## src/ddr3_pkg.sv

```systemverilog
package ddr3_pkg;

  // geometry of a 1Gb x16 DDR3 device
  localparam int DDR_ROW_BITS = 13;
  localparam int DDR_COL_BITS = 10;
  localparam int DDR_BANK_BITS = 3;

  // request addresses are burst aligned, so the low column bits are not carried
  localparam int ADDR_BITS = 23;
  localparam int ADDR_COL_BITS = ADDR_BITS - DDR_ROW_BITS - DDR_BANK_BITS;

  // address bit 10 selects auto-precharge (READ/WRITE) or all banks (PRECHARGE)
  localparam int A10_BIT = 10;

  // command word as {ras_n, cas_n, we_n}
  typedef logic [2:0] ddr_cmd_t;

  typedef logic [DDR_BANK_BITS-1:0] bank_t;
  // row address, also used as the column word on the DDL address bus
  typedef logic [DDR_ROW_BITS-1:0] row_t;
  typedef logic [DDR_COL_BITS-1:0] col_t;
  // request address, {row, bank, column} from the top down
  typedef logic [ADDR_BITS-1:0] addr_t;

  localparam ddr_cmd_t CMD_NOOP = 3'b111;
  localparam ddr_cmd_t CMD_ACTV = 3'b011;
  localparam ddr_cmd_t CMD_READ = 3'b101;
  localparam ddr_cmd_t CMD_WRIT = 3'b100;
  localparam ddr_cmd_t CMD_PREC = 3'b010;
  localparam ddr_cmd_t CMD_REFR = 3'b001;

  // scheduler states, one step per accepted DDL command
  typedef enum logic [3:0] {
    ST_INIT = 4'b0000,
    ST_IDLE = 4'b0001,
    ST_READ = 4'b0010,
    ST_WRIT = 4'b0011,
    ST_PREC = 4'b0100,
    ST_PREA = 4'b0110,
    ST_ACTV = 4'b0111,
    ST_REFR = 4'b1000
  } sched_state_t;

endpackage

```

## src/bank_tracker.sv

```systemverilog
module bank_tracker (
  input  logic               clock,
  input  logic               reset,
  input  logic               accept_i,
  input  ddr3_pkg::ddr_cmd_t cmd_i,
  input  ddr3_pkg::bank_t    ba_i,
  input  ddr3_pkg::row_t     adr_i,
  input  ddr3_pkg::bank_t    req_ba_i,
  output logic               bank_open_o,
  output logic               any_open_o
);
  import ddr3_pkg::*;

  localparam int NUM_BANKS = 2 ** DDR_BANK_BITS;

  // one flag per bank, set while a row is active in it
  logic [NUM_BANKS-1:0] open_q;

  // only the open flag matters here, every request opens its own row
  assign bank_open_o = open_q[req_ba_i];
  assign any_open_o = |open_q;

  always_ff @(posedge clock) begin
    if (reset) begin
      open_q <= '0;
    end else if (accept_i) begin
      case (cmd_i)
        CMD_ACTV: begin
          open_q[ba_i] <= 1'b1;
        end

        CMD_READ, CMD_WRIT: begin
          // auto-precharge closes the bank behind the column access
          if (adr_i[A10_BIT]) begin
            open_q[ba_i] <= 1'b0;
          end
        end

        CMD_PREC: begin
          // bit 10 turns it into PRECHARGE-ALL
          if (adr_i[A10_BIT]) begin
            open_q <= '0;
          end else begin
            open_q[ba_i] <= 1'b0;
          end
        end

        default: begin
          // REFRESH and NOOP leave the banks alone
          open_q <= open_q;
        end
      endcase
    end
  end

endmodule

```

## src/cmd_stage.sv

```systemverilog
module cmd_stage (
  input  logic               clock,
  input  logic               reset,
  input  ddr3_pkg::addr_t    mem_wradr_i,
  input  ddr3_pkg::addr_t    mem_rdadr_i,
  input  logic               load_i,
  input  logic               load_sel_i,
  input  ddr3_pkg::ddr_cmd_t load_cmd_i,
  input  logic               load_auto_i,
  input  logic               load_prec_i,
  input  logic               advance_i,
  output ddr3_pkg::bank_t    req_ba_o,
  output logic               ddl_req_o,
  output ddr3_pkg::ddr_cmd_t ddl_cmd_o,
  output ddr3_pkg::bank_t    ddl_ba_o,
  output ddr3_pkg::row_t     ddl_adr_o
);
  import ddr3_pkg::*;

  localparam int BURST_BITS = DDR_COL_BITS - ADDR_COL_BITS;
  localparam int PAD_BITS = DDR_ROW_BITS - DDR_COL_BITS - 1;

  // address split of the selected port
  addr_t sel_adr;
  row_t  sel_row;
  col_t  sel_col;
  row_t  col_word;
  row_t  prea_word;

  // current command on the DDL port, next one, and a parked column command
  // used only behind a PRECHARGE; NOOP marks an empty slot
  ddr_cmd_t cur_cmd;
  ddr_cmd_t nxt_cmd;
  ddr_cmd_t park_cmd;
  row_t     cur_adr;
  row_t     nxt_adr;
  row_t     park_adr;
  // one bank serves the whole sequence
  bank_t    ba_q;

  assign sel_adr = load_sel_i ? mem_wradr_i : mem_rdadr_i;
  assign sel_row = sel_adr[ADDR_BITS-1 -: DDR_ROW_BITS];
  assign req_ba_o = sel_adr[ADDR_COL_BITS +: DDR_BANK_BITS];
  // low column bits are zero for a burst aligned access
  assign sel_col = {sel_adr[ADDR_COL_BITS-1:0], {BURST_BITS{1'b0}}};
  // column word carries auto-precharge in bit 10
  assign col_word = {{PAD_BITS{1'b0}}, load_auto_i, sel_col};
  assign prea_word = row_t'(1) << A10_BIT;

  assign ddl_req_o = (cur_cmd != CMD_NOOP);
  assign ddl_cmd_o = cur_cmd;
  assign ddl_ba_o = ba_q;
  assign ddl_adr_o = cur_adr;

  always_ff @(posedge clock) begin
    if (reset) begin
      cur_cmd <= CMD_NOOP;
      nxt_cmd <= CMD_NOOP;
      park_cmd <= CMD_NOOP;
    end else if (load_i) begin
      park_cmd <= CMD_NOOP;
      if (load_cmd_i == CMD_REFR) begin
        // optional PRECHARGE-ALL, then REFRESH
        cur_cmd <= load_prec_i ? CMD_PREC : CMD_REFR;
        nxt_cmd <= load_prec_i ? CMD_REFR : CMD_NOOP;
      end else if (load_prec_i) begin
        // close the bank, reopen it at the new row, then the column access
        cur_cmd <= CMD_PREC;
        nxt_cmd <= CMD_ACTV;
        park_cmd <= load_cmd_i;
      end else begin
        cur_cmd <= CMD_ACTV;
        nxt_cmd <= load_cmd_i;
      end
    end else if (advance_i) begin
      // shift up, port goes quiet once all slots are empty
      cur_cmd <= nxt_cmd;
      nxt_cmd <= park_cmd;
      park_cmd <= CMD_NOOP;
    end
  end

  // addresses follow the command slots
  always_ff @(posedge clock) begin
    if (load_i) begin
      park_adr <= col_word;
      if (load_cmd_i == CMD_REFR) begin
        ba_q <= '0;
        cur_adr <= load_prec_i ? prea_word : '0;
        nxt_adr <= '0;
      end else if (load_prec_i) begin
        // single bank PRECHARGE, bit 10 clear
        ba_q <= req_ba_o;
        cur_adr <= '0;
        nxt_adr <= sel_row;
      end else begin
        ba_q <= req_ba_o;
        cur_adr <= sel_row;
        nxt_adr <= col_word;
      end
    end else if (advance_i) begin
      cur_adr <= nxt_adr;
      nxt_adr <= park_adr;
    end
  end

endmodule

```

## src/ddr3_sched_top.sv

```systemverilog
module ddr3_sched_top #(
  parameter int REFRESH_CYCLES = 780
) (
  input  logic               clock,
  input  logic               reset,
  input  logic               cfg_run_i,

  // write request port
  input  logic               mem_wrreq_i,
  input  logic               mem_wrlst_i,
  input  ddr3_pkg::addr_t    mem_wradr_i,
  output logic               mem_wrack_o,

  // read request port
  input  logic               mem_rdreq_i,
  input  logic               mem_rdlst_i,
  input  ddr3_pkg::addr_t    mem_rdadr_i,
  output logic               mem_rdack_o,

  // DDR data layer port
  input  logic               ddl_rdy_i,
  output logic               ddl_req_o,
  output ddr3_pkg::ddr_cmd_t ddl_cmd_o,
  output ddr3_pkg::bank_t    ddl_ba_o,
  output ddr3_pkg::row_t     ddl_adr_o
);
  import ddr3_pkg::*;

  // state machine to command stage
  logic     load;
  logic     load_sel;
  ddr_cmd_t load_cmd;
  logic     load_auto;
  logic     load_prec;
  logic     advance;

  // status back to the state machine
  bank_t    req_ba;
  logic     bank_open;
  logic     any_open;
  logic     refresh_due;
  logic     refresh_issued;

  // a command leaves the scheduler on this edge
  logic     accept;

  assign accept = ddl_req_o && ddl_rdy_i;

  sched_fsm u_fsm (
    .clock           (clock),
    .reset           (reset),
    .cfg_run_i       (cfg_run_i),
    .mem_wrreq_i     (mem_wrreq_i),
    .mem_wrlst_i     (mem_wrlst_i),
    .mem_rdreq_i     (mem_rdreq_i),
    .mem_rdlst_i     (mem_rdlst_i),
    .ddl_rdy_i       (ddl_rdy_i),
    .refresh_due_i   (refresh_due),
    .bank_open_i     (bank_open),
    .any_open_i      (any_open),
    .mem_wrack_o     (mem_wrack_o),
    .mem_rdack_o     (mem_rdack_o),
    .load_o          (load),
    .load_sel_o      (load_sel),
    .load_cmd_o      (load_cmd),
    .load_auto_o     (load_auto),
    .load_prec_o     (load_prec),
    .advance_o       (advance),
    .refresh_issued_o(refresh_issued)
  );

  refresh_timer #(
    .REFRESH_CYCLES(REFRESH_CYCLES)
  ) u_timer (
    .clock           (clock),
    .reset           (reset),
    .refresh_issued_i(refresh_issued),
    .refresh_due_o   (refresh_due)
  );

  bank_tracker u_banks (
    .clock      (clock),
    .reset      (reset),
    .accept_i   (accept),
    .cmd_i      (ddl_cmd_o),
    .ba_i       (ddl_ba_o),
    .adr_i      (ddl_adr_o),
    .req_ba_i   (req_ba),
    .bank_open_o(bank_open),
    .any_open_o (any_open)
  );

  cmd_stage u_stage (
    .clock      (clock),
    .reset      (reset),
    .mem_wradr_i(mem_wradr_i),
    .mem_rdadr_i(mem_rdadr_i),
    .load_i     (load),
    .load_sel_i (load_sel),
    .load_cmd_i (load_cmd),
    .load_auto_i(load_auto),
    .load_prec_i(load_prec),
    .advance_i  (advance),
    .req_ba_o   (req_ba),
    .ddl_req_o  (ddl_req_o),
    .ddl_cmd_o  (ddl_cmd_o),
    .ddl_ba_o   (ddl_ba_o),
    .ddl_adr_o  (ddl_adr_o)
  );

endmodule

```

## src/refresh_timer.sv

```systemverilog
module refresh_timer #(
  parameter int REFRESH_CYCLES = 780
) (
  input  logic clock,
  input  logic reset,
  input  logic refresh_issued_i,
  output logic refresh_due_o
);

  localparam int CNT_BITS = $clog2(REFRESH_CYCLES + 1);

  logic [CNT_BITS-1:0] count;
  logic                due_q;

  assign refresh_due_o = due_q;

  always_ff @(posedge clock) begin
    if (reset || refresh_issued_i) begin
      // reload so due rises REFRESH_CYCLES cycles from here
      count <= CNT_BITS'(REFRESH_CYCLES - 1);
      due_q <= 1'b0;
    end else if (count != '0) begin
      count <= count - 1'b1;
    end else begin
      // sticky until the scheduler reports the REFRESH
      due_q <= 1'b1;
    end
  end

endmodule

```

## src/sched_fsm.sv

```systemverilog
module sched_fsm (
  input  logic               clock,
  input  logic               reset,
  input  logic               cfg_run_i,
  input  logic               mem_wrreq_i,
  input  logic               mem_wrlst_i,
  input  logic               mem_rdreq_i,
  input  logic               mem_rdlst_i,
  input  logic               ddl_rdy_i,
  input  logic               refresh_due_i,
  input  logic               bank_open_i,
  input  logic               any_open_i,
  output logic               mem_wrack_o,
  output logic               mem_rdack_o,
  output logic               load_o,
  output logic               load_sel_o,
  output ddr3_pkg::ddr_cmd_t load_cmd_o,
  output logic               load_auto_o,
  output logic               load_prec_o,
  output logic               advance_o,
  output logic               refresh_issued_o
);
  import ddr3_pkg::*;

  sched_state_t state;

  // remembers the column command kind while the row is opened
  logic wr_q;
  logic wrack_q;
  logic rdack_q;

  // decisions taken only in IDLE
  logic idle;
  logic take_ref;
  logic take_wr;
  logic take_rd;
  // a command sequence is in flight, so ddl_req_o is high
  logic busy;

  assign idle = (state == ST_IDLE);
  assign busy = (state != ST_INIT) && (state != ST_IDLE);

  // refresh first, then writes, then reads
  assign take_ref = idle && refresh_due_i;
  assign take_wr = idle && !refresh_due_i && mem_wrreq_i;
  assign take_rd = idle && !refresh_due_i && !mem_wrreq_i && mem_rdreq_i;

  assign load_o = take_ref || take_wr || take_rd;

  // write port wins whenever both are requesting
  assign load_sel_o = mem_wrreq_i;

  always_comb begin
    if (refresh_due_i) begin
      load_cmd_o = CMD_REFR;
    end else if (mem_wrreq_i) begin
      load_cmd_o = CMD_WRIT;
    end else begin
      load_cmd_o = CMD_READ;
    end
  end

  // last flag of the chosen port becomes auto-precharge
  assign load_auto_o = mem_wrreq_i ? mem_wrlst_i : mem_rdlst_i;

  // refresh needs all banks closed; a request needs its own bank closed
  assign load_prec_o = refresh_due_i ? any_open_i : bank_open_i;

  // each accepted command shifts the command stage
  assign advance_o = busy && ddl_rdy_i;

  // timer restarts once the REFRESH itself has gone out
  assign refresh_issued_o = (state == ST_REFR) && ddl_rdy_i;

  assign mem_wrack_o = wrack_q;
  assign mem_rdack_o = rdack_q;

  always_ff @(posedge clock) begin
    if (reset) begin
      state <= ST_INIT;
      wr_q <= 1'b0;
      wrack_q <= 1'b0;
      rdack_q <= 1'b0;
    end else begin
      // acks are single cycle pulses, aligned with the first command
      wrack_q <= take_wr;
      rdack_q <= take_rd;

      case (state)
        ST_INIT: begin
          // wait for the controller to be released
          if (cfg_run_i) begin
            state <= ST_IDLE;
          end
        end

        ST_IDLE: begin
          if (take_ref) begin
            state <= any_open_i ? ST_PREA : ST_REFR;
          end else if (take_wr || take_rd) begin
            wr_q <= take_wr;
            // bank still open from an earlier request, close it first
            state <= bank_open_i ? ST_PREC : ST_ACTV;
          end
        end

        ST_PREC: begin
          if (ddl_rdy_i) begin
            state <= ST_ACTV;
          end
        end

        ST_ACTV: begin
          // row is open, column command is next
          if (ddl_rdy_i) begin
            state <= wr_q ? ST_WRIT : ST_READ;
          end
        end

        ST_PREA: begin
          if (ddl_rdy_i) begin
            state <= ST_REFR;
          end
        end

        ST_READ, ST_WRIT, ST_REFR: begin
          // last command of the sequence
          if (ddl_rdy_i) begin
            state <= ST_IDLE;
          end
        end

        default: begin
          state <= ST_INIT;
        end
      endcase
    end
  end

endmodule

```

## config.mk

```make
export PLATFORM = sky130hd
export DESIGN_NAME = ddr3_sched_top
export DESIGN_NICKNAME = d
export VERILOG_FILES = /design/src/ddr3_pkg.sv /design/src/bank_tracker.sv /design/src/cmd_stage.sv /design/src/ddr3_sched_top.sv /design/src/refresh_timer.sv /design/src/sched_fsm.sv
export SDC_FILE = /design/constraint.sdc
export NUM_CORES = 1
export LEC_CHECK = 0
export BUFFER_PORTS_ARGS = -buffer_cell sky130_fd_sc_hd__buf_2
export CORE_ASPECT_RATIO = 1.25
export CORE_UTILIZATION = 38
export CTS_BUF_LIST = sky130_fd_sc_hd__clkbuf_4 sky130_fd_sc_hd__clkbuf_8
export CTS_CLUSTER_DIAMETER = 120
export DETAILED_ROUTE_END_ITERATION = 12
export GPL_TIMING_DRIVEN = 0
export PLACE_DENSITY = 0.56
export SYNTH_ARGS = -nofsm -noshare
export SYNTH_HDL_FRONTEND = slang
export SYNTH_SLANG_ARGS = --single-unit
```

## constraint.sdc

```tcl
create_clock -name clock -period 3.4 [get_ports clock]
set_clock_uncertainty 0.1 [all_clocks]
set_input_delay 0.85 -clock clock [delete_from_list [all_inputs] [get_ports clock]]
set_output_delay 0.85 -clock clock [all_outputs]
set_load 0.05 [all_outputs]
```

==> flow_summary.toml <==
[grt]
grt_pass1_wl_um = 14200
grtUsageTotal = 0.1894
grt_max_degree = 32
overflow = 0
antenna_found_initial = 0
grt_pass1_vias = 2948

[pwr]
ir_worst_vdd_v = 0.0004455
p_per_area_nw_per_um2 = 733.1
total_leakage_power_nw = 1.722

[synth]
yosys.area.top_type = "edfxtp_1"
yosysWarnings = 0
synth_flop_cell = "edfxtp_1"
synth_area_um2 = 3627
synth_nets = 426
yosysTopAreaCellShare = 0.3063
yosys-top-cells-area = "edfxtp_1 (31%), dfxtp_1 (19%), mux2i_1 (5.0%)"
postSynth.asyncResetShare = 0
syn_area_per_cell_um2 = 9.883
synth_edf_count = 37
synth_cells = 367
synth-seq-area-share = 0.4995
synthDistinctLibCells = 48
synth-seq-cells = 72

[clock_network]
clock_path_buffers = 2
clock_latency_ns = 0.35
post_cts_resized = 0
cts.sinks = 72
cts_tree = "done"
clk_pin_slew_ns = 0.08
cts_buffers = 9
root_buffer = "clkbuf_8"
hold_buffers = 0
htreeDepth = 3
post-cts-setup-buffers = 0

[final_layout]
n_fill_cell = 924
layout.nets = 511
area_delta_synth_final_pct = 19.77
post_route_cells_drive_above_1_share = 0.2516
finalInstanceArea_um2 = 4344
final_common_cell = "buf_2"
n_antenna_cell = 0
final_cells = 580
final_cell_mix = "buf_2 (81), nand2_1 (41), edfxtp_1 (37)"

[detailed_routing]
wirelength_um = 8728
viasPerCell = 5.181
route.detailed.drc = 0
drtIter0Drc = 137
antenna_left = 0
vias = 3005
wl_per_cell_um = 15.05
dr.pass1.iters = 4

[timing]
slew_headroom = 0.1698
rsz0062_at_grt = "false"
setup_viol = 0
period_share = 0.9092
hold_viol = 0
period_needed_ns = 3.091
tightest_slew_ns = 1.242
max_freq_mhz = 323.5
drv_slew = 0

[worst_hold_path]
hold_path_depth = 1
min_to = "u_stage.park_cmd[2]"
hp-start = "u_stage.park_cmd[2]"
hp-class = "reg -> reg"

[setup_path]
r2r_cells = 6
critPathLaunchType = "input port"
reg2reg_slack_ns = 0.46
crit_arrival_ns = 3.23
crit_fanout = 10
crit_required_ns = 3.53
critPathCaptureType = "flip-flop"
critical_path_class = "in -> reg"
worstReg2RegEnd = "u_stage.ddl_cmd_o[1]"
r2r_start = "u_fsm.state[0]"

[status]
status = "completed"

[floorplanning]
num_io_pins = 76
die_y_um = 111.2
initial_core_util = 0.3933
die-width_um = 89.39
dieArea_um2 = 9942
coreArea_um2 = 9223
row_count = 39

[run]
maxCapViolCount = 0

[placed_design]
gp_congestion = 0.8405
portBuffers = 74
dpl_cell_area_um2 = 4151
dpl.hpwl_um = 6301
dp.cells = 564
-- Yosys cell counts, types with 2 or more instances --
cell,number
o21ai_0,19
nand2b_1,6
nor2_1,32
nand3_1,10
nor3b_1,11
or3_1,3
buf_2,7
nor3_1,11
mux2_2,9
xnor2_1,3
inv_1,9
nand2_1,41
a21o_1,2
o21ai_1,2
ha_1,5
o221ai_1,2
xor2_1,2
clkbuf_1,13
nor2b_1,7
a21oi_1,23
nand3b_1,2
and3_1,2
nor4_1,4
a22oi_1,2
mux4_2,2
a31oi_1,6
a221oi_1,2
nand4b_1,2
dfxtp_1,35
o31ai_1,13
or2_2,3
mux2i_1,18
a221o_1,8
edfxtp_1,37
-- per-layer routing --
| layer | global-route usage | vias to the layer above | wire (µm) |
|---|---|---|---|
| met5 | 0 | - | 0 |
| met4 | 0.07302 | 0 | 150 |
| met3 | 0.04319 | 11 | 313 |
| met2 | 0.3211 | 72 | 4352 |
| met1 | 0.2279 | 1401 | 3912 |
| li1 | - | 1521 | - |
-- stage by stage --
| stage | setup TNS (ns) | power [W] | hold slack (ns) | setup slack, ns | util |
|---|---|---|---|---|---|
| 2_1_floorplan | 0 | 0.002220 | 0.3154 | 0.4372 | - |
| 3_3_place_gp | -0.07641 | 0.002524 | 0.3327 | -0.07641 | 0.4501 |
| 3_5_place_dp | -0.09199 | 0.002539 | 0.3310 | -0.09199 | 0.4501 |
| 4_1_cts | 0 | 0.003212 | 0.3554 | 0.2684 | 0.4710 |
| 5_1_grt | 0 | 0.003383 | 0.3731 | 0.09442 | 0.4710 |
| 6_report | 0 | 0.003185 | 0.3556 | 0.3087 | 0.4710 |
-- state kept, by name, summed over array words and instances (netlist names) --
name	count
u_stage.nxt_cmd	3
u_timer.count	10
u_fsm.wr_q	1
u_fsm.state	4
u_fsm.mem_wrack_o	1
u_stage.nxt_adr	13
u_banks.open_q	8
u_stage.ddl_cmd_o	3
u_stage.ddl_adr_o	13
u_timer.refresh_due_o	1
u_stage.park_adr	8
u_stage.ddl_ba_o	3
u_fsm.mem_rdack_o	1
u_stage.park_cmd	3
-- cells by family after synthesis --
group / synth area share
compound gates: 0.1563
xor+xnor: 0.01208
fa+ha+maj: 0.01725
mux: 0.09003
buf+inv: 0.03656
flops: 0.4995
simple gates: 0.1883
-- where the power goes --
part           leakage (nW)  total, W  internal, W  switching (W)
Sequential            0.632   0.00130      0.00121      0.0000884
Clock                0.0994  0.000677     0.000345       0.000332
Combinational         0.991   0.00121     0.000350       0.000862
Total                  1.72   0.00318      0.00190        0.00128
-- critical path: stages --
cell     delay, ns
buf_2         0.11
buf_2         0.26
mux2i_1       0.37
or2_2         0.19
o22a_1        0.21
buf_2         0.27
and2_1        0.19
inv_1         0.08
ha_1          0.18
nor3_1        0.19
a21oi_1       0.06
or2_2         0.28
-- cell type report --
type | instances | area [µm²] | area share
multi-input combinational | 264 | 1683 | 0.3874
tap | 123 | 153.9 | 0.03543
sequential | 72 | 1812 | 0.4171
clock buffer | 10 | 131.4 | 0.03024
timing repair buffer | 74 | 370.4 | 0.08525
buffer | 22 | 98.84 | 0.02275
clock inverter | 6 | 61.31 | 0.01411
inverter | 9 | 33.78 | 0.007776
-- how the worst max path moves through the flow --
stage	startpoint	endpoint	slack [ns]	cells past startpoint
after floorplan	mem_wrreq_i	u_stage.nxt_cmd[1]	0.44	8
after global placement	mem_wrreq_i	u_stage.ddl_cmd_o[0]	-0.08	12
after detailed placement	mem_wrreq_i	u_stage.ddl_cmd_o[0]	-0.09	12
after CTS	mem_wrreq_i	u_stage.ddl_cmd_o[0]	0.27	12
after global routing	mem_wrreq_i	u_stage.ddl_cmd_o[0]	0.09	11
final	mem_wrreq_i	u_stage.ddl_cmd_o[0]	0.31	12
(Power assumes the default switching activity.)
